### src/hw/mem_access_defs.svh
`ifndef MEM_ACCESS_DEFS_SVH
`define MEM_ACCESS_DEFS_SVH

// Data word width in bits
`define MAC_DATA_W 32

// Byte address width, the full requester address space
`define MAC_ADDR_W 32

// Bytes in one RAM word
`define MAC_WORD_BYTES 4

// Default RAM depth in words
// Addresses past the end wrap back to word 0
`define MAC_RAM_DEPTH 1024

`endif
### src/hw/mem_bus_pkg.sv
`include "mem_access_defs.svh"

package mem_bus_pkg;

    // One RAM or requester data word
    typedef logic [`MAC_DATA_W-1:0] word_t;

    // Byte address as seen by the requester
    typedef logic [`MAC_ADDR_W-1:0] addr_t;

    // Write mask, one bit per data bit
    typedef logic [`MAC_DATA_W-1:0] mask_t;

    // Byte position inside a word, low address bits
    typedef logic [$clog2(`MAC_WORD_BYTES)-1:0] byte_off_t;

endpackage

### src/hw/write_merger.sv
`timescale 1ns/10ps

module write_merger (
    input  mem_bus_pkg::byte_off_t offset,
    input  mem_bus_pkg::word_t     wdata,
    input  mem_bus_pkg::mask_t     wmask,
    input  mem_bus_pkg::word_t     saved_lo,
    input  mem_bus_pkg::word_t     saved_hi,
    output mem_bus_pkg::word_t     merged_lo,
    output mem_bus_pkg::word_t     merged_hi
);

    localparam int W = $bits(mem_bus_pkg::word_t);

    // Data and mask placed across two adjacent words
    logic [2*W-1:0] data_wide;
    logic [2*W-1:0] mask_wide;

    mem_bus_pkg::word_t data_lo;
    mem_bus_pkg::word_t data_hi;
    mem_bus_pkg::mask_t mask_lo;
    mem_bus_pkg::mask_t mask_hi;

    // Old bits where the mask is clear, new bits where it is set
    function automatic mem_bus_pkg::word_t merge_word(
        input mem_bus_pkg::word_t old_word,
        input mem_bus_pkg::word_t new_word,
        input mem_bus_pkg::mask_t mask
    );
        return (old_word & ~mask) | (new_word & mask);
    endfunction

    // Move write data up to its byte lane
    // Bytes past the top of the low word spill into the high word
    assign data_wide = {{W{1'b0}}, wdata} << {offset, 3'b000};

    // Mask follows the same shift
    // Zeros shifted in keep the low bytes of saved_lo untouched
    assign mask_wide = {{W{1'b0}}, wmask} << {offset, 3'b000};

    // Split into the two RAM words
    assign data_lo = data_wide[W-1:0];
    assign data_hi = data_wide[2*W-1:W];
    assign mask_lo = mask_wide[W-1:0];
    assign mask_hi = mask_wide[2*W-1:W];

    // Word at the aligned address
    assign merged_lo = merge_word(saved_lo, data_lo, mask_lo);

    // Next word, unchanged for offset 0 since its mask is all zero
    assign merged_hi = merge_word(saved_hi, data_hi, mask_hi);

endmodule

### config.mk
export PLATFORM = sky130hd
export DESIGN_NAME = write_merger
export DESIGN_NICKNAME = d
export VERILOG_FILES = /design/src/hw/mem_bus_pkg.sv /design/src/hw/write_merger.sv
export VERILOG_INCLUDE_DIRS = /design/src /design/src/hw
export SDC_FILE = /design/constraint.sdc
export NUM_CORES = 1
export LEC_CHECK = 0
export ABC_CLOCK_PERIOD_IN_PS = 1600
export BUFFER_PORTS_ARGS = -buffer_cell sky130_fd_sc_hd__buf_2
export CORE_AREA = 2 2 78 80
export DETAILED_ROUTE_END_ITERATION = 16
export DIE_AREA = 0 0 80 82
export GPL_TIMING_DRIVEN = 0
export MAX_ROUTING_LAYER = met4
export PLACE_DENSITY = 0.86
export SYNTH_ARGS = -nofsm -noshare
export SYNTH_HDL_FRONTEND = slang
export SYNTH_SLANG_ARGS = --single-unit
### constraint.sdc
create_clock -name vclk -period 1.6
set_input_delay 0.24 -clock vclk [all_inputs]
set_output_delay 0.24 -clock vclk [all_outputs]
set_load 0.05 [all_outputs]
* Word-level counts from Yosys, hierarchy flattened
Index checks and enable logic that the tools add are counted. W data, S select, Z words.
Cells by class: bitwise logic cells 8, shifts and indexed selects 2
Operators with widths (count):
- $and A32 B32 Y32 | 4
- $shl A32 B5 Y64 | 2
- $not A32 Y32 | 2
- $or A32 B32 Y32 | 2
Storage, ports and cells: input bits 130, output and inout port bits 64, word-level logic and storage cells 10, flip-flop bits (word level) 0

* Logic depth before layout (Yosys ltp)
depth after elaboration 4, gate-level depth with buffers 6, mapped depth without buffers 3

* Worst setup path before layout
OpenSTA, ideal clock, no wires.
path type input port to output port, from input port offset[1], to output port merged_hi[10], buffers on the path 3, setup slack -0.641 ns, data arrival time 2.001 ns, required time 1.360 ns, stages 5, path through buf_6 > buf_6 > inv_1 > clkbuf_1 > o31ai_1
Between the ends: longest elaborated chain between the ends 4, elaborated cells on any way between the ends 6, classes of those cells shift (2); bitwise (4)
RTL lines:
- from (decl) | line write_merger.sv:4 | input mem_bus_pkg::byte_off_t offset,
- $shl A32 B5 Y64 | line write_merger.sv:39 | assign mask_wide = {{W{1'b0}}, wmask} << {offset, 3'b000};
- $not A32 Y32 | line write_merger.sv:30 | return (old_word & ~mask) | (new_word & mask);
- $and A32 B32 Y32 | line write_merger.sv:30
- $or A32 B32 Y32 (*) | line write_merger.sv:30
- to (decl) | line write_merger.sv:10 | output mem_bus_pkg::word_t merged_hi
Mark *: on every way between the ends. The rest lies on a longest branch, timed or not.

* Worst setup path in the final report
from input port offset[0], to output port merged_hi[14]
Same word-level chain as after synthesis.

==> metrics.txt <==
Syn Nets=376; number of I/O port buffers=185; DP Wirelength=roughly 7400 µm; fin cells=533; Avg Cell Area, Syn=9.05 µm²; placed cells=506; Finished Core Util=88.6%; initial antenna violation count=0; average wire per standard cell=23.4 µm; I/O pins=approximately 190; Synth Cell Area=roughly 2200 µm²; Leak Pwr=between 0.002 and 0.0025 µW; GRT Overall Usage=33.3%; DRC=0; CP dominant cell by count=buf_12; Worst-Margin Slew=0.337 ns; largest net degree at the start of global routing=11; design area=5090 µm²; Fmax achieved=557 MHz; Final Worst Setup Slack=-0.195 ns; Via density=5.89; synth unique cells=24; violations in the final reports=setup timing; period utilization=112%; Antenna Cells=0; first-pass GRT wire length=16,300 µm; Final Hold Fails=0; Detailed Route WL=12,500 µm; post-route minimum period=roughly 1.8 ns; storage element area=0 µm²; Max IR drop VDD=0.000395 V; total negative setup slack=-4.70 ns; post-route ant nets=0; Critical Path End Type=output pin; GRT Residual Overflow=0; Worst path slowest cell=mux2i_4; Area Growth Syn to Fin=129%; cells after synthesis=246; max cap viols=0; Initial Utilization=38.8%; total die area=between 6000 and 7000 µm²; Seq/Total Area, Yosys=0%; endpoints failing setup=49; num sequential=0; Synth area leaders=mux2i_1 (31%), mux2_2 (29%), mux2_4 (4.7%), buf_6 (4.6%), a22oi_1 (4.4%); Die Wd=roughly 80 µm; clkbuf count=0; number of synthesis warnings=0; critical-path cell list=buf_8 -> buf_12 -> buf_12 -> buf_8 -> buf_12 -> mux2i_4 -> o21ai_2 -> o31ai_4 -> buf_6; CP delay by family, top=buffers and inverters; Rel. slew slack=between 70 and 80%; post-synth top area share=31.0%; Initial DRC Count=130; DRT Pass-1 Iters=4; CP startpoint kind=primary input; die extent in y=a little over 80 µm; cell taking the most area after synthesis=mux2i_1; status=finished, violations left; RSZ-0062 raised after global routing=yes; Final Max Slew Viols=0; crit path max fanout=7; Pwr per Cell Area=457 nW/µm²; WS Path Type=primary input to output pin; most numerous cell in the Yosys netlist=mux2i_1; Buf/Inv on CP=6; hold crit path type=primary input to output pin; share of cells above drive strength 1=around 86%; GP Congestion=0.849; vias in the first global route=3,179; top cells by count, synth=mux2i_1 (69), mux2_2 (57), nand2_1 (16), a22oi_1 (13); dpl cell area=3620 µm²; total core area=5750 µm²; critical path's largest stage delay=0.20 ns; Net count, final=590; worst path arrival time=1.56 ns; Via Count=around 3,100; CP Data Required Time=about 1.4 ns; row cnt=28
## stage by stage
step	total power (µW)	hold slack, ns	worst slack (ns)
2_1_floorplan	1240	0.647	-0.0615
3_3_place_gp	1640	0.782	-0.431
3_5_place_dp	1670	0.782	-0.508
4_1_cts	2110	0.782	-0.179
5_1_grt	2400	0.787	-0.211
6_report	2320	0.782	-0.195
## layout by cell type (no fill, tap or decap), drive strengths merged
cell / n
mux2i: 70
o2bb2ai: 8
o21ai: 7
a22oi: 16
nand2: 16
and2b: 1
o31ai: 7
a22o: 8
buf: 233
nor2b: 1
nor2: 10
clkinvlp: 1
inv: 8
clkbuf: 6
and2: 1
mux2: 65
## final cells by class
cell class         count  area, µm²
plain buffers         27        358
fillers              272        654
inverters              9       37.5
multi-input cells    210       2920
well taps             75       93.8
repair buffers       212       1680
## routing by layer
metal  vias to the layer above  wire length [µm]  GRT usage (%)
met1                      1538              4280           36.2
li1                       1366                 -              -
met3                        39               859           2.09
met5                         -                 0              -
met4                         0               410           9.15
met2                       196              6920           65.0
## worst paths after layout
| path | startpoint | end | slack (ns) | cells past startpoint |
|---|---|---|---|---|
| setup / recovery | offset[0] | merged_hi[14] | -0.20 | 9 |
| hold / removal | saved_hi[27] | merged_hi[27] | 0.78 | 2 |
## cells by family after synthesis
kind of cell	synth area share (%)
compound gates	16.3
buf+inv	12.6
mux	65.7
simple gates	5.39
## what timing repair did
| item | 4_1_cts | 5_1_grt |
|---|---|---|
| hold buffers | 0 | 0 |
| cloned | 2 | 5 |
| setup buffers | 13 | 7 |
| resized for setup | 208 | 65 |
| setup endpoints to repair | 56 | 56 |
| pin swaps | 14 | 16 |
## where the power goes
group / leakage (µW) / switching, µW / internal [µW]
sequential: 0 / 0 / 0
combinational: 0.00234 / 1260 / 1070
clock: 0 / 0 / 0
No activity file was read; power rests on OpenSTA's default activity.
