==> src/hw/mem_access_defs.svh <==
`ifndef MEM_ACCESS_DEFS_SVH
`define MEM_ACCESS_DEFS_SVH

// Data word width in bits
`define MAC_DATA_W 32

// Byte address width, the full requester address space
`define MAC_ADDR_W 32

// Bytes in one RAM word
`define MAC_WORD_BYTES 4

// Default RAM depth in words
// Addresses past the end wrap back to word 0
`define MAC_RAM_DEPTH 1024

`endif
==> src/hw/mem_bus_pkg.sv <==
`include "mem_access_defs.svh"

package mem_bus_pkg;

    // One RAM or requester data word
    typedef logic [`MAC_DATA_W-1:0] word_t;

    // Byte address as seen by the requester
    typedef logic [`MAC_ADDR_W-1:0] addr_t;

    // Write mask, one bit per data bit
    typedef logic [`MAC_DATA_W-1:0] mask_t;

    // Byte position inside a word, low address bits
    typedef logic [$clog2(`MAC_WORD_BYTES)-1:0] byte_off_t;

endpackage

==> src/hw/read_aligner.sv <==
`timescale 1ns/10ps

module read_aligner (
    input  mem_bus_pkg::byte_off_t offset,
    input  mem_bus_pkg::word_t     saved_lo,
    input  mem_bus_pkg::word_t     ram_rdata,
    output mem_bus_pkg::word_t     read_word
);

    localparam int W = $bits(mem_bus_pkg::word_t);

    // Bytes to drop from the bottom of the joined pair
    logic [2:0]     shift_bytes;
    // Low word in the bottom half, high word on top
    logic [2*W-1:0] joined;
    logic [2*W-1:0] shifted;

    // Offset 1..3 drops that many bytes of saved_lo
    // Offset 0 drops all of saved_lo so the RAM word comes straight out
    assign shift_bytes = {1'b0, offset - 2'd1} + 3'd1;

    assign joined = {ram_rdata, saved_lo};

    // One byte shift for every offset
    assign shifted = joined >> {shift_bytes, 3'b000};

    // Little-endian result, byte at the request address in bits 7:0
    assign read_word = shifted[W-1:0];

endmodule

==> config.mk <==
export PLATFORM = sky130hd
export DESIGN_NAME = read_aligner
export DESIGN_NICKNAME = d
export VERILOG_FILES = /design/src/hw/mem_bus_pkg.sv /design/src/hw/read_aligner.sv
export VERILOG_INCLUDE_DIRS = /design/src /design/src/hw
export SDC_FILE = /design/constraint.sdc
export NUM_CORES = 1
export LEC_CHECK = 0
export BUFFER_PORTS_ARGS = -buffer_cell sky130_fd_sc_hd__buf_4
export CAP_MARGIN = 20
export CELL_PAD_IN_SITES_DETAIL_PLACEMENT = 2
export CELL_PAD_IN_SITES_GLOBAL_PLACEMENT = 2
export CORE_AREA = 2 2 70 72
export DETAILED_ROUTE_END_ITERATION = 8
export DIE_AREA = 0 0 72 74
export PLACE_DENSITY_LB_ADDON = 0.08
export SETUP_SLACK_MARGIN = 0.5
export SLEW_MARGIN = 20
export SYNTH_ARGS = -nofsm -noshare
export SYNTH_HDL_FRONTEND = slang
export SYNTH_SLANG_ARGS = --single-unit
==> constraint.sdc <==
create_clock -name vclk -period 1.46
set_clock_uncertainty 0.05 [all_clocks]
set_input_delay 0.292 -clock vclk [all_inputs]
set_output_delay 0.292 -clock vclk [all_outputs]
set_load 0.005 [all_outputs]
* After elaboration in Yosys (flattened, before gate mapping)
Cells that the tools add are included.
Operators by class: add/sub/neg operators 2, $mul 0, div/mod/pow operators 0, magnitude comparators 0, equality and inequality tests 0, shift operators 1, mux-type cells 0, bitwise logic cells 0, reductions and logical operators 0
Operators with widths (number):
- $shr 64x6->32 | 1
- $add 2x1->3 const B | 1
- $sub 2x1->2 const B | 1
Storage, ports and cells: register bits 0, latch bits 0, memory bits (writable) 0, bits in read-only memories 0, input port bits 66, output and inout port bits 32, word-level logic and storage cells 3, memories 0

* Longest topological paths before layout
Gate-level depths: netlist (run 1).
word-level depth 3, gate-level depth with buffers 4, depth with buffers taken out 1

* Worst setup path before layout (run 1)
Ideal clock, no wire load.
path type input port to output port, from in offset[0], to out read_word[15], arrival 1044 ps, required time 1118 ps, slack 74 ps, stages 3, path buffers 2, cell sequence buf_6 -> buf_8 -> mux4_2
Between the ends: cells in the longest elaborated chain, start to end 3
RTL lines:
- start: declaration | line read_aligner.sv:4 | input mem_bus_pkg::byte_off_t offset,
- $sub 2x1->2 | line read_aligner.sv:20 | assign shift_bytes = {1'b0, offset - 2'd1} + 3'd1;
- $add 2x1->3 | line read_aligner.sv:20
- $shr 64x6->32 | line read_aligner.sv:25 | assign shifted = joined >> {shift_bytes, 3'b000};
- end: declaration | line read_aligner.sv:7 | output mem_bus_pkg::word_t read_word
Every way passes these cells.

* Worst setup path in the final report (run 1)
from in offset[0], to out read_word[20]
Same word-level chain as after synthesis.

==> results of run 1 <==
cell type report:
| class | count | area (sq um) |
|---|---|---|
| Fill cell | 464 | 2696 |
| Timing Repair Buffer | 112 | 1110 |
| Multi-Input combinational cell | 32 | 724.4 |
| Tap cell | 54 | 67.56 |
logic make-up (layout without fill, tap and decap cells):
kind of cell / after synthesis / in the layout
mux: 32 / 32
buf+inv: 8 / 112
path summary, 6_finish.rpt:
check | startpoint | to | cells past startpoint
setup / recovery | offset[0] | read_word[20] | 4
hold / removal | ram_rdata[31] | read_word[31] | 3
per-layer routing:
metal | routed length [microns] | up-vias | GRT usage, %
li1 | - | 421 | -
met2 | 2055 | 56 | 27.47
met5 | 0 | - | 0
met3 | 310 | 0 | 2.168
met1 | 1324 | 474 | 14.26
met4 | 0 | 0 | 0
layout by cell type (no fill, tap or decap):
master	netlist	final
buf_12	2	6
buf_16	0	3
buf_4	2	71
buf_6	3	31
clkbuf_16	0	1
mux4_1	2	1
mux4_2	30	31
power by group:
part           internal, W  switching [W]
sequential               0              0
combinational     0.000475       0.000200
clock                    0              0
worst max-delay path: cells and delay by family:
family	cells	cell delay, ns
buffers and inverters	3	0.39
multiplexers	1	0.51
what timing repair did:
item                                    in CTS  in global routing
setup buffers                               11                  0
gates cloned                                 3                  1
hold buffers                                 0                  0
resized for setup                           40                  0
endpoints found under the setup margin      32                 32
through the flow:
| step | utilization [%] | setup TNS, ns | power, W | cell area [sq um] | hold WS (ns) |
|---|---|---|---|---|---|
| 2_1_floorplan | - | 0 | 0.0002400 | 840.8 | 0.7429 |
| 3_3_place_gp | 34.15 | -3.918 | 0.0005352 | 1570 | 0.9219 |
| 3_5_place_dp | 34.15 | -4.196 | 0.0005444 | 1570 | 0.9234 |
| 4_1_cts | 40.82 | -1.855 | 0.0006759 | 1877 | 0.9264 |
| 5_1_grt | 41.36 | -2.473 | 0.0007185 | 1902 | 0.9286 |
| 6_report | 41.36 | -1.702 | 0.0006748 | 1902 | 0.9229 |
Yosys cell counts, drive strengths merged:
cell  instances
mux4         32
buf           8
==> reports/results.ini, run 1 <==
[finish]
seq_cells=0
area_growth_pct=128.6
layout.nets=212
n_clock_buffer=0
seq_area_sq_um=0
num_antenna_cells=0
drive_gt1_share_pct=99.31
layoutNonFillerInstCount=198

[power_and_ir_drop]
p_leak_nw=0.8434
ir_drop_mv=0.1259
powerDensity_mw_per_mm2=354.8

[synth]
synthMuxAreaShare_pct=87.52
ys_seq_area_share_pct=0
yosysWarnings=0
synth_area_sq_um=832.0
synth_xor_area_share_pct=0
synth_fa_ha_area_share_pct=0
synth_area_leaders=mux4_2 81%, mux4_1 6.3%, buf_12 4.8%
synth_compound_area_share_pct=0
syn_inst=40
syn-num-nets=106
synth_simple_gate_area_share_pct=0
synth_top_family_by_area=multiplexers
ys_types=6
yosysTopAreaCell=mux4_2
netlist.area_leader.share_pct=81.20
synth.avg_cell_area_sq_um=20.80

[worst_setup_path]
critPathRequiredTime_ns=1.12
cp_slowest_cell=mux4_2
crit_top_cell=buf_12
end_kind=output pin
cp.arrival_ns=1.20
critPathMaxStageDelay_ns=0.51
path_cells=buf_12, buf_12, mux4_2, buf_6
start_kind=primary input
crit_type=primary input to output pin
cp_max_fo=6

[routing]
drtPass1Iterations=4
drt_iter0_markers=28
ant_nets=0
vias_per_cell=4.803
wl_per_cell_microns=18.64
vias=951
drc=0
routed_wl_microns=3690

[floorplanning]
die_h_microns=74
rows=25
die_x_microns=72
coreArea_sq_mm=0.004598
ios=98
start_util_pct=18.10
die-area_sq_mm=0.005328

[global_routing]
grt_pass1_vias=1044
antenna_found_initial=0
grtUsageTotal_pct=12.98
gr-total-overflow=0
grt_pass1_wl_microns=5416
grt_max_degree=12

[timing]
fin_ws_ns=-0.08287
min_period_ns=1.543
slew_headroom_pct=93.68
finalMaxSlewViolations=0
fin_crit_sh_pct=105.7
final_hold_viol_count=0
setup_viol=31
tightest_slew_ns=0.09482
fmax_mhz=648.1
rsz0062_at_grt=true

[flow_run]
drv_cap=0

[placement]
io_buffers=90
place_congestion=0.7497
numPlacedInstances=183
pre_cts_ws_ns=-0.2038

[run_status]
violations=setup timing
status=complete, but fails checks

[min_path]
hp-class=primary input to output pin

(Power assumes the default switching activity.)
==> run 2, diff against run 1 <==
--- a/config.mk
+++ b/config.mk
@@ -6,13 +6,14 @@
 export SDC_FILE = /design/constraint.sdc
 export NUM_CORES = 1
 export LEC_CHECK = 0
+export ABC_AREA = 1
 export BUFFER_PORTS_ARGS = -buffer_cell sky130_fd_sc_hd__buf_4
 export CAP_MARGIN = 20
 export CELL_PAD_IN_SITES_DETAIL_PLACEMENT = 2
 export CELL_PAD_IN_SITES_GLOBAL_PLACEMENT = 2
-export CORE_AREA = 2 2 70 72
+export CORE_AREA = 2 2 91 93
 export DETAILED_ROUTE_END_ITERATION = 8
-export DIE_AREA = 0 0 72 74
+export DIE_AREA = 0 0 93 95
 export PLACE_DENSITY_LB_ADDON = 0.08
 export SETUP_SLACK_MARGIN = 0.5
 export SLEW_MARGIN = 20
==> reports/results.ini, run 2 <==
[run_status]
status=finished clean

[finish]
final_cell_mix=222 x nand2_1, 88 x buf_4, 22 x nand2_2
layout.nets=425  ; +100%
seq_area_sq_um=0  ; unchanged
num_antenna_cells=0  ; unchanged
fin_util_pct=27.95  ; -13 points
multiInputGateArea_sq_um=993.5  ; +37%
seq_cells=0  ; unchanged
n_fill_cell=1042  ; +120%
drive_gt1_share_pct=37.82  ; -61 points
n_clock_buffer=0  ; unchanged
area_growth_pct=106.2
layout_commonest_cell=nand2_1
layoutNonFillerInstCount=462  ; +130%

[timing]
rsz0062_at_grt=true
min_period_ns=1.435  ; -0.1082 ns
tns_ns=0  ; +1.702 ns
final_hold_viol_count=0  ; unchanged
fin_crit_sh_pct=98.26  ; -7.4 points
finalMaxSlewViolations=0  ; unchanged
slew_headroom_pct=88.76  ; -4.9 points
tightest_slew_ns=0.1686  ; +0.07379 ns
fmax_mhz=697.0  ; +7.5%
fin_ws_ns=0.02537  ; +0.1082 ns
setup_viol=0  ; -100%

[floorplanning]
die_h_microns=95  ; +28%
rows=33  ; +32%
die_x_microns=93  ; +29%
ios=98  ; unchanged
die-area_sq_mm=0.008835  ; +66%
start_util_pct=13.56  ; -4.5 points
coreArea_sq_mm=0.007928  ; +72%

[routing]
drt_iter0_markers=14  ; -50%
ant_nets=0  ; unchanged
routed_wl_microns=5566  ; +51%
drc=0  ; unchanged
vias_per_cell=4.056  ; -16%
drtPass1Iterations=2  ; -2
vias=1874  ; +97%
wl_per_cell_microns=12.05  ; -35%

[global_routing]
antenna_found_initial=0  ; unchanged
grt_pass1_vias=1945  ; +86%
grt_pass1_wl_microns=8997  ; +66%
grt_max_degree=33  ; +21
gr-total-overflow=0  ; unchanged
grtUsageTotal_pct=12.11  ; -0.87 points

[placement]
numPlacedInstances=453  ; +150%
io_buffers=90  ; unchanged
pre_cts_ws_ns=-0.01597  ; +0.1879 ns
hpwl_microns=3968
place_congestion=0.6900  ; -8.0%

[power_and_ir_drop]
p_leak_nw=1.360  ; +61%
powerDensity_mw_per_mm2=356.4  ; +0.46%
ir_drop_mv=0.1396  ; +11%
total_power_w=0.0007898  ; +17%

[synth]
yosysWarnings=0  ; unchanged
synth_area_leaders=nand2_1 86%, buf_4 4.2%, buf_6 3.1%
synthTopCellsByCount=245 x nand2_1, 6 x buf_2, 6 x buf_4, 3 x buf_6, 2 x buf_8
synth_area_sq_mm=0.001075  ; +29%
netlist.area_leader.share_pct=85.56  ; +4.4 points
yosysTopAreaCell=nand2_1
synth.avg_cell_area_sq_um=4.056  ; -81%
syn_inst=265  ; +560%
syn-num-nets=331  ; +210%
ys_types=8  ; +2
ys_seq_area_share_pct=0  ; unchanged
yosysMostFrequentCell=nand2_1

[worst_setup_path]
cp.arrival_ns=1.09  ; -0.11 ns
start_kind=primary input
cp_max_fo=7  ; +1
end_kind=output pin
crit_type=primary input to output pin
critPathRequiredTime_ns=1.12  ; about the same

[cts]
hold_buffers=0  ; unchanged

[min_path]
hp-class=primary input to output pin

[flow_run]
drv_cap=0  ; unchanged

==> run 2: cell count changes in the layout (fill, tap and decap cells not counted), moves of 2 or more <==
cell / before / now
nand2_1: 0 / 222
mux4_2: 31 / 0
buf_6: 31 / 4
nand2_2: 0 / 22
buf_4: 71 / 88
buf_12: 6 / 11
nand2_4: 0 / 2
==> run 2: layout make-up <==
type,instances,share of cell area [%]
timing repair buffer,109,48.45
multi-input combinational,246,44.83
inverter,2,0.7905
tap,105,5.929
==> run 2: cells by family after synthesis <==
logic type             after synthesis  synth area share [%]
AND/OR/NAND/NOR                    246                 86.15
buffers and inverters               19                 13.85
==> run 2: path summary, 6_finish.rpt <==
check / depth (start not counted) / startpoint / slack [ns] / end
max: 9 / offset[0] / 0.03 / read_word[7]
min: 6 / ram_rdata[26] / 0.89 / read_word[26]
==> run 2: metal layers <==
layer / share of wire (%) / wire length, microns / track usage, %
met5: 0 / 0 / 0
met4: 0 / 0 / 0
met3: 4.6 / 254 / 0.7183
met2: 50 / 2776 / 22.77
met1: 46 / 2535 / 16.19
==> run 2: where the power goes <==
| part | switching [W] | internal (W) |
|---|---|---|
| registers | 0 | 0 |
| clock network | 0 | 0 |
| logic | 0.000348 | 0.000442 |
| total | 0.000348 | 0.000442 |
==> run 2: critical path: stages <==
cell     delay, ns
buf_12        0.12
inv_8         0.06
buf_12        0.13
buf_12        0.13
nand2_1       0.05
nand2_1       0.07
nand2_1       0.06
nand2_1       0.07
buf_4         0.11
==> run 2: what timing repair did <==
item	CTS	global route
pin swaps	5	11
setup buffers	4	0
cloned	3	2
endpoints found under the setup margin	32	32
gates resized for setup	20	18
==> run 2: metrics by stage <==
step / hold WS, ns / cell area [sq um]
floorplan: 0.7102 / 1112
global placement: 0.8888 / 1913
detailed placement: 0.8973 / 1913
CTS: 0.8960 / 2116
global route: 0.9353 / 2216
finish: 0.8864 / 2216
==> run 3, diff against run 2 <==
--- a/config.mk
+++ b/config.mk
@@ -11,9 +11,9 @@
 export CAP_MARGIN = 20
 export CELL_PAD_IN_SITES_DETAIL_PLACEMENT = 2
 export CELL_PAD_IN_SITES_GLOBAL_PLACEMENT = 2
-export CORE_AREA = 2 2 91 93
+export CORE_AREA = 2 2 85 87
 export DETAILED_ROUTE_END_ITERATION = 8
-export DIE_AREA = 0 0 93 95
+export DIE_AREA = 0 0 87 89
 export PLACE_DENSITY_LB_ADDON = 0.08
 export SETUP_SLACK_MARGIN = 0.5
 export SLEW_MARGIN = 20
==> constraint.sdc (replaced) <==
create_clock -name vclk -period 1.7
set_clock_uncertainty 0.05 [all_clocks]
set_input_delay 0.34 -clock vclk [all_inputs]
set_output_delay 0.34 -clock vclk [all_outputs]
set_load 0.005 [all_outputs]
==> reports/results.ini, run 3 (synthesis gave the netlist of run 2 again) <==
[run_status]
status=finished clean

[timing]
fin_crit_sh_pct=89.67
finalMaxSlewViolations=0  ; unchanged
min_period_ns=1.524
final_hold_viol_count=0  ; unchanged
fmax_mhz=656.0
rsz0062_at_grt=true
tns_ns=0  ; unchanged
setup_viol=0  ; unchanged
tightest_slew_ns=0.1706  ; +0.001967 ns
slew_headroom_pct=88.63  ; -0.13 points

[finish]
layout.nets=427  ; +0.47%
final_cell_mix=230 x nand2_1, 92 x buf_4, 14 x nand2_2
drive_gt1_share_pct=35.93  ; -1.9 points
n_clock_buffer=0  ; unchanged
fin_area_sq_mm=0.002155  ; -2.8%
fin_util_pct=32.07  ; +4.1 points
seq_area_sq_um=0  ; unchanged
area_growth_pct=100.5
seq_cells=0  ; unchanged
num_antenna_cells=0  ; unchanged
layout_commonest_cell=nand2_1

[global_routing]
grtUsageTotal_pct=13.36  ; +1.2 points
antenna_found_initial=0  ; unchanged
grt_pass1_wl_microns=8576  ; -4.7%
gr-total-overflow=0  ; unchanged
grt_pass1_vias=1909  ; -1.9%
grt_max_degree=23  ; -30%

[routing]
vias_per_cell=4.285  ; +5.6%
ant_nets=0  ; unchanged
wl_per_cell_microns=13.06  ; +8.4%
drc=0  ; unchanged
vias=1881  ; +0.37%
wl_met3_microns=229  ; -9.8%
dr_wl_met2_microns=2889  ; +4.1%
drt_iter0_markers=14  ; unchanged
maxUsedRoutingLayer=met4
drtPass1Iterations=4  ; +2
routed_wl_microns=5735  ; +3.0%
met1_length_microns=2592  ; +2.2%

[floorplanning]
start_util_pct=16.00  ; +2.4 points
die_h_microns=89  ; -6.3%
rows=30  ; -9.1%
coreArea_sq_mm=0.006719  ; -15%
die_x_microns=87  ; -6.5%
ios=98  ; unchanged
die-area_sq_mm=0.007743  ; -12%

[worst_setup_path]
path_cells=buf_12, inv_8, clkbuf_16, clkbuf_16, nand2_1, nand2_1, nand2_1, nand2_1, buf_4
critPathRequiredTime_ns=1.31  ; +0.19 ns
cp_max_fo=6  ; -1
start_kind=primary input
crit_top_cell=nand2_1
end_kind=output pin
cp.arrival_ns=1.13  ; +0.04 ns
crit_type=primary input to output pin
cp_slowest_cell=clkbuf_16
critPathMaxStageDelay_ns=0.15  ; +0.02 ns

[placement]
place_congestion=0.7042  ; +2.1%
hpwl_microns=3972  ; about the same
dpl_cell_area_sq_mm=0.001844  ; -3.6%
io_buffers=90  ; unchanged

[flow_run]
drv_cap=0  ; unchanged

[power_and_ir_drop]
powerDensity_mw_per_mm2=311.3  ; -13%
ir_drop_mv=0.09631  ; -31%
p_leak_nw=1.360  ; about the same
total_power_w=0.0006706  ; -15%

[min_path]
hp-class=primary input to output pin

[run 3: changes by cell type in the layout (fill, tap and decap cells not counted), sizes merged]
cell	delta
buf	-1
clkbuf	+3
[run 3: cell type report]
cell class	instances	area, sq um
timing repair buffer	111	1066
tap	80	100.1
inverter	2	15.01
fill	886	4564
multi-input combinational	246	973.4
[run 3: final timing paths]
| check | from | endpoint | slack [ns] | cells after the start |
|---|---|---|---|---|
| max | offset[0] | read_word[10] | 0.18 | 9 |
| min | ram_rdata[30] | read_word[30] | 0.99 | 6 |
[run 3: critical path, delay by kind of cell]
family	cells	cell delay (ns)
buffers and inverters	5	0.57
and+or+nand+nor	4	0.21
[run 3: through the flow]
| stage | setup slack (ns) | std cells | hold slack (ns) |
|---|---|---|---|
| after floorplan | 0.3763 | 265 | 0.8062 |
| after global placement | 0.07545 | 428 | 0.9838 |
| after detailed placement | 0.05748 | 428 | 0.9938 |
| after CTS | 0.1661 | 433 | 0.9947 |
| after global routing | 0.1176 | 439 | 1.036 |
| final | 0.1756 | 439 | 0.9856 |
[run 3: power breakdown]
group	switching (W)	internal, W	total, W
combinational	0.000301	0.000369	0.000671
clock	0	0	0
sequential	0	0	0
[run 3: layer usage]
layer | global-route usage [%] | vias up
met5 | 0 | -
met3 | 0.4617 | 2
met2 | 26.23 | 49
li1 | - | 978
met4 | 0 | 0
met1 | 17.14 | 852
[run 3: what timing repair did]
| action | 4_1_cts | 5_1_grt |
|---|---|---|
| setup buffers | 3 | 0 |
| pin swaps | 11 | 8 |
| hold endpoints to repair | 0 | 0 |
| hold buffers | 0 | 0 |
| resized for setup | 20 | 9 |
| cloned | 2 | 6 |
| endpoints found under the setup margin | 32 | 32 |
