`config.mk`:
```
export PLATFORM = sky130hd
export DESIGN_NAME = access_sequencer
export DESIGN_NICKNAME = d
export VERILOG_FILES = /design/src/hw/mem_ctrl_pkg.sv /design/src/hw/mem_bus_pkg.sv /design/src/hw/access_sequencer.sv
export VERILOG_INCLUDE_DIRS = /design/src /design/src/hw
export SDC_FILE = /design/constraint.sdc
export NUM_CORES = 1
export LEC_CHECK = 0
export BUFFER_PORTS_ARGS = -buffer_cell sky130_fd_sc_hd__clkbuf_2
export CORE_AREA = 2 2 180 182
export CTS_BUF_LIST = sky130_fd_sc_hd__clkbuf_2 sky130_fd_sc_hd__clkbuf_4 sky130_fd_sc_hd__clkbuf_8
export CTS_CLUSTER_DIAMETER = 100
export DETAILED_ROUTE_END_ITERATION = 8
export DIE_AREA = 0 0 182 184
export PLACE_DENSITY = 0.48
export SLEW_MARGIN = 20
export SYNTH_ARGS = -nofsm -noshare
export SYNTH_HDL_FRONTEND = slang
export SYNTH_SLANG_ARGS = --single-unit
export TNS_END_PERCENT = 10
```
`constraint.sdc`:
```
create_clock -name clk -period 10 [get_ports clk]
set_input_delay 2 -clock clk [delete_from_list [all_inputs] [get_ports clk]]
set_output_delay 2 -clock clk [all_outputs]
set_load 0.01 [all_outputs]
```
`src/hw/mem_access_defs.svh`:
```
`ifndef MEM_ACCESS_DEFS_SVH
`define MEM_ACCESS_DEFS_SVH

// Data word width in bits
`define MAC_DATA_W 32

// Byte address width, the full requester address space
`define MAC_ADDR_W 32

// Bytes in one RAM word
`define MAC_WORD_BYTES 4

// Default RAM depth in words
// Addresses past the end wrap back to word 0
`define MAC_RAM_DEPTH 1024

`endif
```
`src/hw/mem_ctrl_pkg.sv`:
```
package mem_ctrl_pkg;

    // Request opcode from the requester
    typedef enum logic {
        OP_READ  = 1'b0,
        OP_WRITE = 1'b1
    } mem_op_e;

    // Access sequencer states
    typedef enum logic [3:0] {
        ST_IDLE          = 4'd0,
        ST_ISSUE         = 4'd1,
        ST_END           = 4'd2,
        // Write that needs old data first
        ST_RMW_READ_LO   = 4'd3,
        ST_RMW_WRITE     = 4'd4,
        ST_RMW_ISSUE_HI  = 4'd5,
        ST_RMW_READ_HI   = 4'd6,
        // Unaligned write back of both words
        ST_WRITE_LO      = 4'd7,
        ST_WRITE_HI      = 4'd8,
        // Read path
        ST_READ_LO       = 4'd9,
        ST_READ_ISSUE_HI = 4'd10,
        ST_READ_HI       = 4'd11
    } seq_state_e;

endpackage

```
`src/hw/mem_bus_pkg.sv`:
```
`include "mem_access_defs.svh"

package mem_bus_pkg;

    // One RAM or requester data word
    typedef logic [`MAC_DATA_W-1:0] word_t;

    // Byte address as seen by the requester
    typedef logic [`MAC_ADDR_W-1:0] addr_t;

    // Write mask, one bit per data bit
    typedef logic [`MAC_DATA_W-1:0] mask_t;

    // Byte position inside a word, low address bits
    typedef logic [$clog2(`MAC_WORD_BYTES)-1:0] byte_off_t;

endpackage

```
`src/hw/access_sequencer.sv`:
```
`timescale 1ns/10ps
`include "mem_access_defs.svh"

module access_sequencer (
    input  logic                    clk,
    input  logic                    reset,
    // Requester side
    input  logic                    cmd_start,
    input  mem_ctrl_pkg::mem_op_e   op,
    input  mem_bus_pkg::addr_t      addr,
    input  mem_bus_pkg::word_t      wdata,
    input  mem_bus_pkg::mask_t      wmask,
    output logic                    cmd_ready,
    output mem_bus_pkg::word_t      rdata,
    output logic                    rdata_valid,
    // RAM side
    output logic                    ram_start,
    output logic                    ram_write,
    output mem_bus_pkg::addr_t      ram_addr,
    output mem_bus_pkg::word_t      ram_wdata,
    input  logic                    ram_ready,
    input  mem_bus_pkg::word_t      ram_rdata,
    input  logic                    ram_rdata_valid,
    // Datapath side
    output mem_bus_pkg::byte_off_t  offset,
    output mem_bus_pkg::word_t      cap_wdata,
    output mem_bus_pkg::mask_t      cap_wmask,
    output mem_bus_pkg::word_t      saved_lo,
    output mem_bus_pkg::word_t      saved_hi,
    input  mem_bus_pkg::word_t      read_word,
    input  mem_bus_pkg::word_t      merged_lo,
    input  mem_bus_pkg::word_t      merged_hi
);

    mem_ctrl_pkg::seq_state_e state;
    mem_ctrl_pkg::seq_state_e state_next;

    mem_ctrl_pkg::mem_op_e cap_op;
    mem_bus_pkg::addr_t    cap_addr;
    mem_bus_pkg::addr_t    addr_lo;
    mem_bus_pkg::addr_t    addr_hi;
    logic                  aligned;
    logic                  full_mask;
    logic                  issue_hi;

    assign offset    = mem_bus_pkg::byte_off_t'(cap_addr);
    assign aligned   = (offset == '0);
    assign full_mask = (cap_wmask == '1);

    // Word holding the request address and the word after it
    assign addr_lo = cap_addr & ~mem_bus_pkg::addr_t'(`MAC_WORD_BYTES - 1);
    assign addr_hi = addr_lo + mem_bus_pkg::addr_t'(`MAC_WORD_BYTES);

    assign cmd_ready = (state == mem_ctrl_pkg::ST_IDLE);

    // Final read return, aligned first word or unaligned second word
    assign rdata_valid = ram_rdata_valid &&
                         ((state == mem_ctrl_pkg::ST_READ_LO && aligned) ||
                          state == mem_ctrl_pkg::ST_READ_HI);
    assign rdata = rdata_valid ? read_word : '0;

    // States that put a command on the RAM port
    always_comb begin
        case (state)
            mem_ctrl_pkg::ST_ISSUE,
            mem_ctrl_pkg::ST_RMW_WRITE,
            mem_ctrl_pkg::ST_RMW_ISSUE_HI,
            mem_ctrl_pkg::ST_WRITE_LO,
            mem_ctrl_pkg::ST_WRITE_HI,
            mem_ctrl_pkg::ST_READ_ISSUE_HI: ram_start = ram_ready;
            default:                        ram_start = 1'b0;
        endcase
    end

    // Only a full aligned write goes out straight from ST_ISSUE
    always_comb begin
        ram_write = 1'b0;
        ram_wdata = '0;
        case (state)
            mem_ctrl_pkg::ST_ISSUE: begin
                if (cap_op == mem_ctrl_pkg::OP_WRITE && aligned && full_mask) begin
                    ram_write = 1'b1;
                    ram_wdata = cap_wdata;
                end
            end
            mem_ctrl_pkg::ST_RMW_WRITE,
            mem_ctrl_pkg::ST_WRITE_LO: begin
                ram_write = 1'b1;
                ram_wdata = merged_lo;
            end
            mem_ctrl_pkg::ST_WRITE_HI: begin
                ram_write = 1'b1;
                ram_wdata = merged_hi;
            end
            default: begin
                ram_write = 1'b0;
            end
        endcase
    end

    // Second-word accesses use the next word address
    assign issue_hi = (state == mem_ctrl_pkg::ST_RMW_ISSUE_HI) ||
                      (state == mem_ctrl_pkg::ST_WRITE_HI) ||
                      (state == mem_ctrl_pkg::ST_READ_ISSUE_HI);
    assign ram_addr = issue_hi ? addr_hi : addr_lo;

    always_comb begin
        state_next = state;
        case (state)
            mem_ctrl_pkg::ST_IDLE:
                if (cmd_start) state_next = mem_ctrl_pkg::ST_ISSUE;
            mem_ctrl_pkg::ST_ISSUE:
                if (ram_ready) begin
                    if (cap_op == mem_ctrl_pkg::OP_READ) begin
                        state_next = mem_ctrl_pkg::ST_READ_LO;
                    end else if (aligned && full_mask) begin
                        state_next = mem_ctrl_pkg::ST_END;
                    end else begin
                        state_next = mem_ctrl_pkg::ST_RMW_READ_LO;
                    end
                end
            mem_ctrl_pkg::ST_END:
                state_next = mem_ctrl_pkg::ST_IDLE;
            mem_ctrl_pkg::ST_RMW_READ_LO:
                if (ram_rdata_valid) begin
                    state_next = aligned ? mem_ctrl_pkg::ST_RMW_WRITE
                                         : mem_ctrl_pkg::ST_RMW_ISSUE_HI;
                end
            mem_ctrl_pkg::ST_RMW_WRITE:
                if (ram_ready) state_next = mem_ctrl_pkg::ST_END;
            mem_ctrl_pkg::ST_RMW_ISSUE_HI:
                if (ram_ready) state_next = mem_ctrl_pkg::ST_RMW_READ_HI;
            mem_ctrl_pkg::ST_RMW_READ_HI:
                if (ram_rdata_valid) state_next = mem_ctrl_pkg::ST_WRITE_LO;
            // Write-back phases step on RAM ready
            mem_ctrl_pkg::ST_WRITE_LO:
                if (ram_ready) state_next = mem_ctrl_pkg::ST_WRITE_HI;
            mem_ctrl_pkg::ST_WRITE_HI:
                if (ram_ready) state_next = mem_ctrl_pkg::ST_END;
            mem_ctrl_pkg::ST_READ_LO:
                if (ram_rdata_valid) begin
                    state_next = aligned ? mem_ctrl_pkg::ST_END
                                         : mem_ctrl_pkg::ST_READ_ISSUE_HI;
                end
            mem_ctrl_pkg::ST_READ_ISSUE_HI:
                if (ram_ready) state_next = mem_ctrl_pkg::ST_READ_HI;
            mem_ctrl_pkg::ST_READ_HI:
                if (ram_rdata_valid) state_next = mem_ctrl_pkg::ST_END;
            default:
                state_next = mem_ctrl_pkg::ST_IDLE;
        endcase
    end

    always_ff @(posedge clk) begin
        if (reset) begin
            state <= mem_ctrl_pkg::ST_IDLE;
        end else begin
            state <= state_next;
        end
    end

    // Request capture and saved RAM words
    always_ff @(posedge clk) begin
        if (cmd_start && cmd_ready) begin
            cap_op    <= op;
            cap_addr  <= addr;
            cap_wdata <= wdata;
            cap_wmask <= wmask;
        end
        // First returned word of any two-step access
        if (ram_rdata_valid && (state == mem_ctrl_pkg::ST_RMW_READ_LO ||
                                state == mem_ctrl_pkg::ST_READ_LO)) begin
            saved_lo <= ram_rdata;
        end
        if (ram_rdata_valid && state == mem_ctrl_pkg::ST_RMW_READ_HI) begin
            saved_hi <= ram_rdata;
        end
    end

endmodule

```
Yosys cells after proc, flatten, opt, wreduce, memory -nomap -nowiden:

Cells that the tools add are included.

* multiplexer cells: 22
* reduce and logical (&&, ||, !) cells: 19
* equal/unequal tests: 21
* $add $sub $neg: 1

Operators with widths (number)
* 2-to-1 mux 32 bit: 3
* case mux 32 bit (3 select lines): 1
* 2-to-1 mux 4 bit: 12
* case mux 4 bit (10 select lines): 1
* adder 32 x 3 -> 32 bit, second input constant: 1
* == test 32 bit, second input constant: 1
* inequality test 2 bit, second input constant: 9
* == test 4 x 3 -> 1 bit, second input constant: 4
* == test 4 bit, second input constant: 4
* AND reduction 10 bit: 1
* logical AND 1 bit: 8
* OR reduction 6 bit: 1
* == test 4 x 1 -> 1 bit, second input constant: 1
* == test 4 x 2 -> 1 bit, second input constant: 1
* zero test 4 bit: 1
* logical OR 1 bit: 4
* 2-to-1 mux 1 bit: 4
* OR reduction 2 bit: 2
* OR reduction 3 bit: 1
* zero test 2 bit: 1
* inequality test 2 x 1 -> 1 bit, second input constant: 1
* case mux 1 bit (2 select lines): 1

* register bits after elaboration: 165
* output and inout bits: 230
* input bits: 230
* logic and storage cells: 70

Depth between registers and ports, before layout:

Gate-level depths: netlist (run 1).

* word-level depth: 6
* depth in mapped cells: 7
* gate-level depth less buffers: 5

Worst setup path before layout (run 1):

OpenSTA, ideal clock, no wires.

* path kind: input to output
* from: input ram_rdata_valid
* to: output rdata[22]
* arrival time: 2895 ps
* data required time: 8000 ps
* setup slack: 5105 ps
* buffers on the path: 1
* stages on the path: 4
* cell sequence: nand2_1 nor3_1 clkbuf_1 and2_1

* longest elaborated chain between the ends: 2

RTL lines
* from (decl): RTL line access_sequencer.sv:23 `input logic ram_rdata_valid,`
* logical AND 1 bit: RTL line access_sequencer.sv:57 `assign rdata_valid = ram_rdata_valid &&`
* via rdata_valid: RTL line access_sequencer.sv:15 `output logic rdata_valid,`
* 2-to-1 mux 32 bit: RTL line access_sequencer.sv:60 `assign rdata = rdata_valid ? read_word : '0;`
* to (decl): RTL line access_sequencer.sv:14 `output mem_bus_pkg::word_t rdata,`

The timed path passes the listed nets, and every way through them passes these cells.

Worst setup path after layout (run 1):

* from: input ram_rdata_valid
* to: output rdata[4]

* longest elaborated chain between the ends: 2

RTL lines (RTL line)
* logical AND 1 bit: access_sequencer.sv:57
* 2-to-1 mux 32 bit: access_sequencer.sv:60

No other way between the ends.

==> results of run 1 <==
worst paths after layout:
path	endpoint	slack [ns]
max	rdata[4]	4.97
max reg2reg	cap_wmask[31]	7.27
min reg2reg	state[0]	0.76
min	state[0]	0.76
cell type report:
| cell class | count | area, sq um | share of cell area [%] |
|---|---|---|---|
| Sequential cell | 165 | 4910 | 49.5 |
| Timing Repair Buffer | 464 | 2340 | 23.6 |
| Multi-Input combinational cell | 225 | 1660 | 16.7 |
| Tap cell | 402 | 503 | 5.06 |
| Clock buffer | 17 | 234 | 2.36 |
| Clock inverter | 14 | 143 | 1.44 |
| Inverter | 37 | 140 | 1.41 |
routing by layer:
layer	wire length [um]	up-vias
met2	11800	261
met3	2210	15
li1	-	2658
met1	9500	2682
met4	329	0
met5	0	-
per-stage QoR:
step	instances	instance area, sq um	total power, mW	hold slack, ns	utilization (%)
2_1_floorplan	450	6800	1.33	0.647	-
3_3_place_gp	1293	9560	1.61	0.734	30.4
3_5_place_dp	1293	9560	1.61	0.738	30.4
4_1_cts	1324	9930	2.09	0.751	31.6
5_1_grt	1324	9930	2.17	0.803	31.6
6_report	1324	9930	2.06	0.759	31.6
where the power goes:
part	total, mW	internal, mW	switching (mW)
clock	0.471	0.184	0.287
sequential	1.02	0.917	0.0997
combinational	0.569	0.217	0.351
worst reg2reg max path: cells and delay by family (launching register included):
family        cells  cell delay, ns
buf+inv           1            0.70
flops             1            0.55
simple gates      2            1.05
state kept, by name, summed over array words and instances, names as in the netlist:
signal,flops
cap_op,1
saved_hi,32
cap_addr,32
state,4
cap_wdata,32
cap_wmask,32
saved_lo,32
cells by family (layout without fill, tap and decap cells):
group	count (synthesis)	in the layout
AND/OR/NAND/NOR	133	133
adder cells (fa/ha/maj)	1	1
buffers and inverters	60	532
flip-flops	165	165
AO/OA/AOI/OAI	57	57
other	1	2
XOR/XNOR	30	30
multiplexers	2	2
cell usage in the layout, fill, tap and decap left out, drive strengths merged, types with 7 or more instances in the layout:
| cell type | count |
|---|---|
| buf | 7 |
| nand2 | 17 |
| nand3 | 12 |
| xor2 | 7 |
| clkbuf | 474 |
| inv | 43 |
| xnor2 | 23 |
| nor4 | 8 |
| nor3 | 11 |
| nor2 | 13 |
| nand4 | 13 |
| and2 | 36 |
| a222oi | 32 |
| edfxtp | 161 |
==> reports/results.tsv, run 1 <==
metric	value	unit
outcome	completed	
grt_use_met2	22.4	%
synth_xor_area_share	3.86	%
start_kind	input pin	
arrival	3.03	ns
crit_top_cell	clkbuf_2	
vdd_drop_max	0.145	mV
place.gp.congestion	0.731	
grt_max_degree	57	
endpoint_kind	output port	
clk_pin_slew_worst_paths	0.11	ns
cp_top_family	buffers and inverters	
htreeDepth	4	
ys_ff_latch	165	
min_from	state[0]	
vias	5616	
grt-busiest-layer	met2	
syn2layout_area_growth	46.1	%
crit_cells	6	
wl_per_cell	18.0	um
holdCritPathClass	flop to flop	
synth-compound-area-share	7.82	%
grt_pass1_vias	5525	
min_delay_path_depth	2	
syn_inst	449	
drtPass1Iterations	7	
relSlewSlack	49.3	%
worst-slew-pin-transition	0.761	ns
clock_path_buffers	2	
die_y	184	um
cts-buffers-inserted	17	
port_buffers	457	
synth_simple_gate_area_share	11.7	%
ys_warn_count	0	
reg2reg_from	state[3]	
ys_async_sr_fraction	0	%
critical_path_class	input pin to output port	
tns	0	ns
yosys.area.top_type	edfxtp_1	
crit_chain	clkbuf_2 -> nand2_1 -> nor3_2 -> buf_4 -> and2_1 -> clkbuf_2	
drc_errors	0	
cts.sinks	165	
finalWorstSetupSlack	4.97	ns
slew_violations	0	
synth_top_family_by_area	simple AND/OR/NAND/NOR gates	
track_usage	13.6	%
synth_edf_count	161	
dp_hpwl	18700	um
power.leakage	4.53	nW
core_area	31400	sq um
worstPathRequired	8.00	ns
fmax	199	MHz
synth_seq_area_share	72.3	%
wl	23900	um
synthesis.area	6800	sq um
antenna_found_initial	0	
grt_pass1_wl	33600	um
crit_buf_inv	3	
met3_usage	5.53	%
filler_cell_count	3246	
die_area	33500	sq um
synth_cell_types	53	
rows	65	
powerDensity	207	nW/um^2
root_buffer	clkbuf_8	
grt_overflow	0	
cts-hold-fix-buffers	0	
synth_fa_ha_area_share	0.184	%
synthTopCellsByArea	edfxtp_1, a222oi_1, and2_1	
viasPerCell	4.24	
pin_count	460	
clock_skew	0.0221	ns
clock_latency	0.48	ns
dp_worst_setup_slack	4.95	ns
nNetsFinal	1141	
synth_top_area_share	71.1	%
synth_most_common_cell	edfxtp_1	
muxShareOfSynthArea	0.313	%
cts-resized-gates	0	
worstSetupStartpoint	ram_rdata_valid	
drt_iter0_drc	345	
r2r_cells	3	
drive_gt1_share	55.9	%
min_period	5.03	ns
maxCapViolations	0	
syn_avg_cell_area	15.1	sq um
hold_violations	0	
min_period_over_period	50.3	%
cp_slowest_cell	buf_4	
synth_commonest_cells	edfxtp_1, and2_1, inv_1	
ys.flop_type	edfxtp_1	
die_w	182	um
rsz0062_at_grt	false	
start_util	21.7	%
final-setup-viol-count	0	
postRouteAntennaNets	0	
cts_setup_buffers	0	
antenna_cells	0	
critPathMaxFanout	33	
use_met1	16.2	%
critPathMaxStageDelay	0.28	ns
cts_tree	yes	
Note: power is estimated with default switching activity, not from simulation.
==> run 2, diff against run 1 <==
Settings changed: PLACE_DENSITY 0.48 to 0.5.
Clock period 10 ns to 4.3 ns, I/O delays scaled along.
==> run 2 against run 1 <==
Compared with the run above:
- via count grew 1.5%
- die area unchanged
- final cell count increased by 0.15%
- sequential cell count stayed put
- sequential power rose by 130%
- register-to-register slack worse by 5.4 ns
- clock power up 150%
- utilization increased by 0.22 points
- critical path type is now flop to output port
- critical path depth is the same
- hold slack got worse by 0.22 ns
==> reports/results.tsv, run 2 (synthesis results as in run 1) <==
metric	value	unit
outcome	completed	
drc_errors	0	
dp_hpwl	19200	um
critPathMaxFanout	16	
grt_max_degree	56	
seqCellArea	4910	sq um
holdWs	0.542	ns
arrival	2.74	ns
viasPerCell	4.30	
syn2layout_area_growth	47.1	%
clock_path_buffers	2	
cts-resized-gates	0	
filler_cell_count	3237	
wl_per_cell	18.3	um
crit_buf_inv	1	
swShare	35.4	%
core_area	31400	sq um
relSlewSlack	58.0	%
die_area	33500	sq um
root_buffer	clkbuf_8	
fin_area	10000	sq um
drtPass1Iterations	9	
htreeDepth	4	
internal_power	3.14	mW
port_buffers	457	
critPathMaxStageDelay	0.73	ns
antenna_found_initial	0	
finalWorstSetupSlack	0.699	ns
p_switching	1.72	mW
hold_violations	0	
die_y	184	um
cp_slowest_cell	dfxtp_1	
grt_overflow	0	
worstPathRequired	3.44	ns
min_period	3.60	ns
cp_top_family	simple AND/OR/NAND/NOR gates	
cts.sinks	165	
cts-hold-fix-buffers	0	
power_frac_seq	48.1	%
drt_iter0_drc	402	
drive_gt1_share	55.8	%
crit_chain	and4bb_1 -> or2_1 -> nand4_1 -> nor2_1 -> xor2_1 -> clkbuf_2	
antenna_cells	0	
vdd_drop_max	0.278	mV
die_w	182	um
multi_input_area	1660	sq um
final_common_cell	clkbuf_2	
pin_count	460	
clk_pin_slew_worst_paths	0.11	ns
rows	65	
instances_no_fill	1326	
start_util	21.7	%
start_kind	flop	
slew_violations	0	
min_period_over_period	83.8	%
cts_tree	yes	
postRouteAntennaNets	0	
dp_worst_setup_slack	1.19	ns
dp_cells	1294	
combPwrFrac	27.9	%
final_cell_mix	clkbuf_2, edfxtp_1, inv_1, and2_1, a222oi_1	
worst-slew-pin-transition	0.630	ns
grt_pass1_vias	5689	
wl	24200	um
track_usage	14.1	%
tns	0	ns
holdCritPathClass	input pin to flop	
nNetsFinal	1142	
grt_pass1_wl	34600	um
fmax	278	MHz
clock_skew	0.0159	ns
endpoint_kind	output port	
dpl_cell_area	9580	sq um
pwr-share-clk	24.0	%
maxCapViolations	0	
vias	5698	
powerDensity	486	nW/um^2
rsz0062_at_grt	false	
critical_path_class	flop to output port	
power.leakage	4.55	nW
final-setup-viol-count	0	
clock_latency	0.48	ns
place.gp.congestion	0.762	
cts-buffers-inserted	17	
cts_setup_buffers	0	
-- run 2: metal layers --
| layer | global-route usage [%] | share of wire [%] |
|---|---|---|
| met5 | 0 | 0 |
| met4 | 5.10 | 2.2 |
| met3 | 5.41 | 9.8 |
| met2 | 23.2 | 49 |
| met1 | 16.7 | 39 |
-- run 2: final cells by class --
type	instances	share of cell area (%)
Timing Repair Buffer	465	23.6
Tap cell	402	5.03
Multi-Input combinational cell	225	16.6
Inverter	37	1.40
Sequential cell	165	49.1
Clock buffer	17	2.34
Clock inverter	15	1.90
-- run 2: final timing paths --
kind             from            to  slack, ns  cells past startpoint
max          state[2]   ram_addr[9]       0.70                      6
max reg2reg  state[2]  cap_wmask[7]       1.84                      3
min reg2reg  state[3]      state[2]       0.57                      1
min          addr[15]  cap_addr[15]       0.54                      1
-- run 2: worst reg2reg max path, cell delays in order (launching register included) --
cell     delay (ns)
dfxtp_1        0.52
nor4_1         0.57
and2_4         0.65
buf_12         0.37
-- run 2: power groups by stage --
stage / Sequential (mW) / Clock (mW) / Combinational [mW]
6_report: 2.34 / 1.17 / 1.36
5_1_grt: 2.38 / 1.28 / 1.51
4_1_cts: 2.34 / 1.23 / 1.39
3_5_place_dp: 2.38 / 0 / 1.39
3_3_place_gp: 2.37 / 0 / 1.39
2_1_floorplan: 2.41 / 0 / 0.684
-- run 2: stage by stage --
step           total power [mW]  utilization [%]
2_1_floorplan              3.09                -
3_3_place_gp               3.76             30.5
3_5_place_dp               3.77             30.5
4_1_cts                    4.97             31.9
5_1_grt                    5.17             31.9
6_report                   4.86             31.9
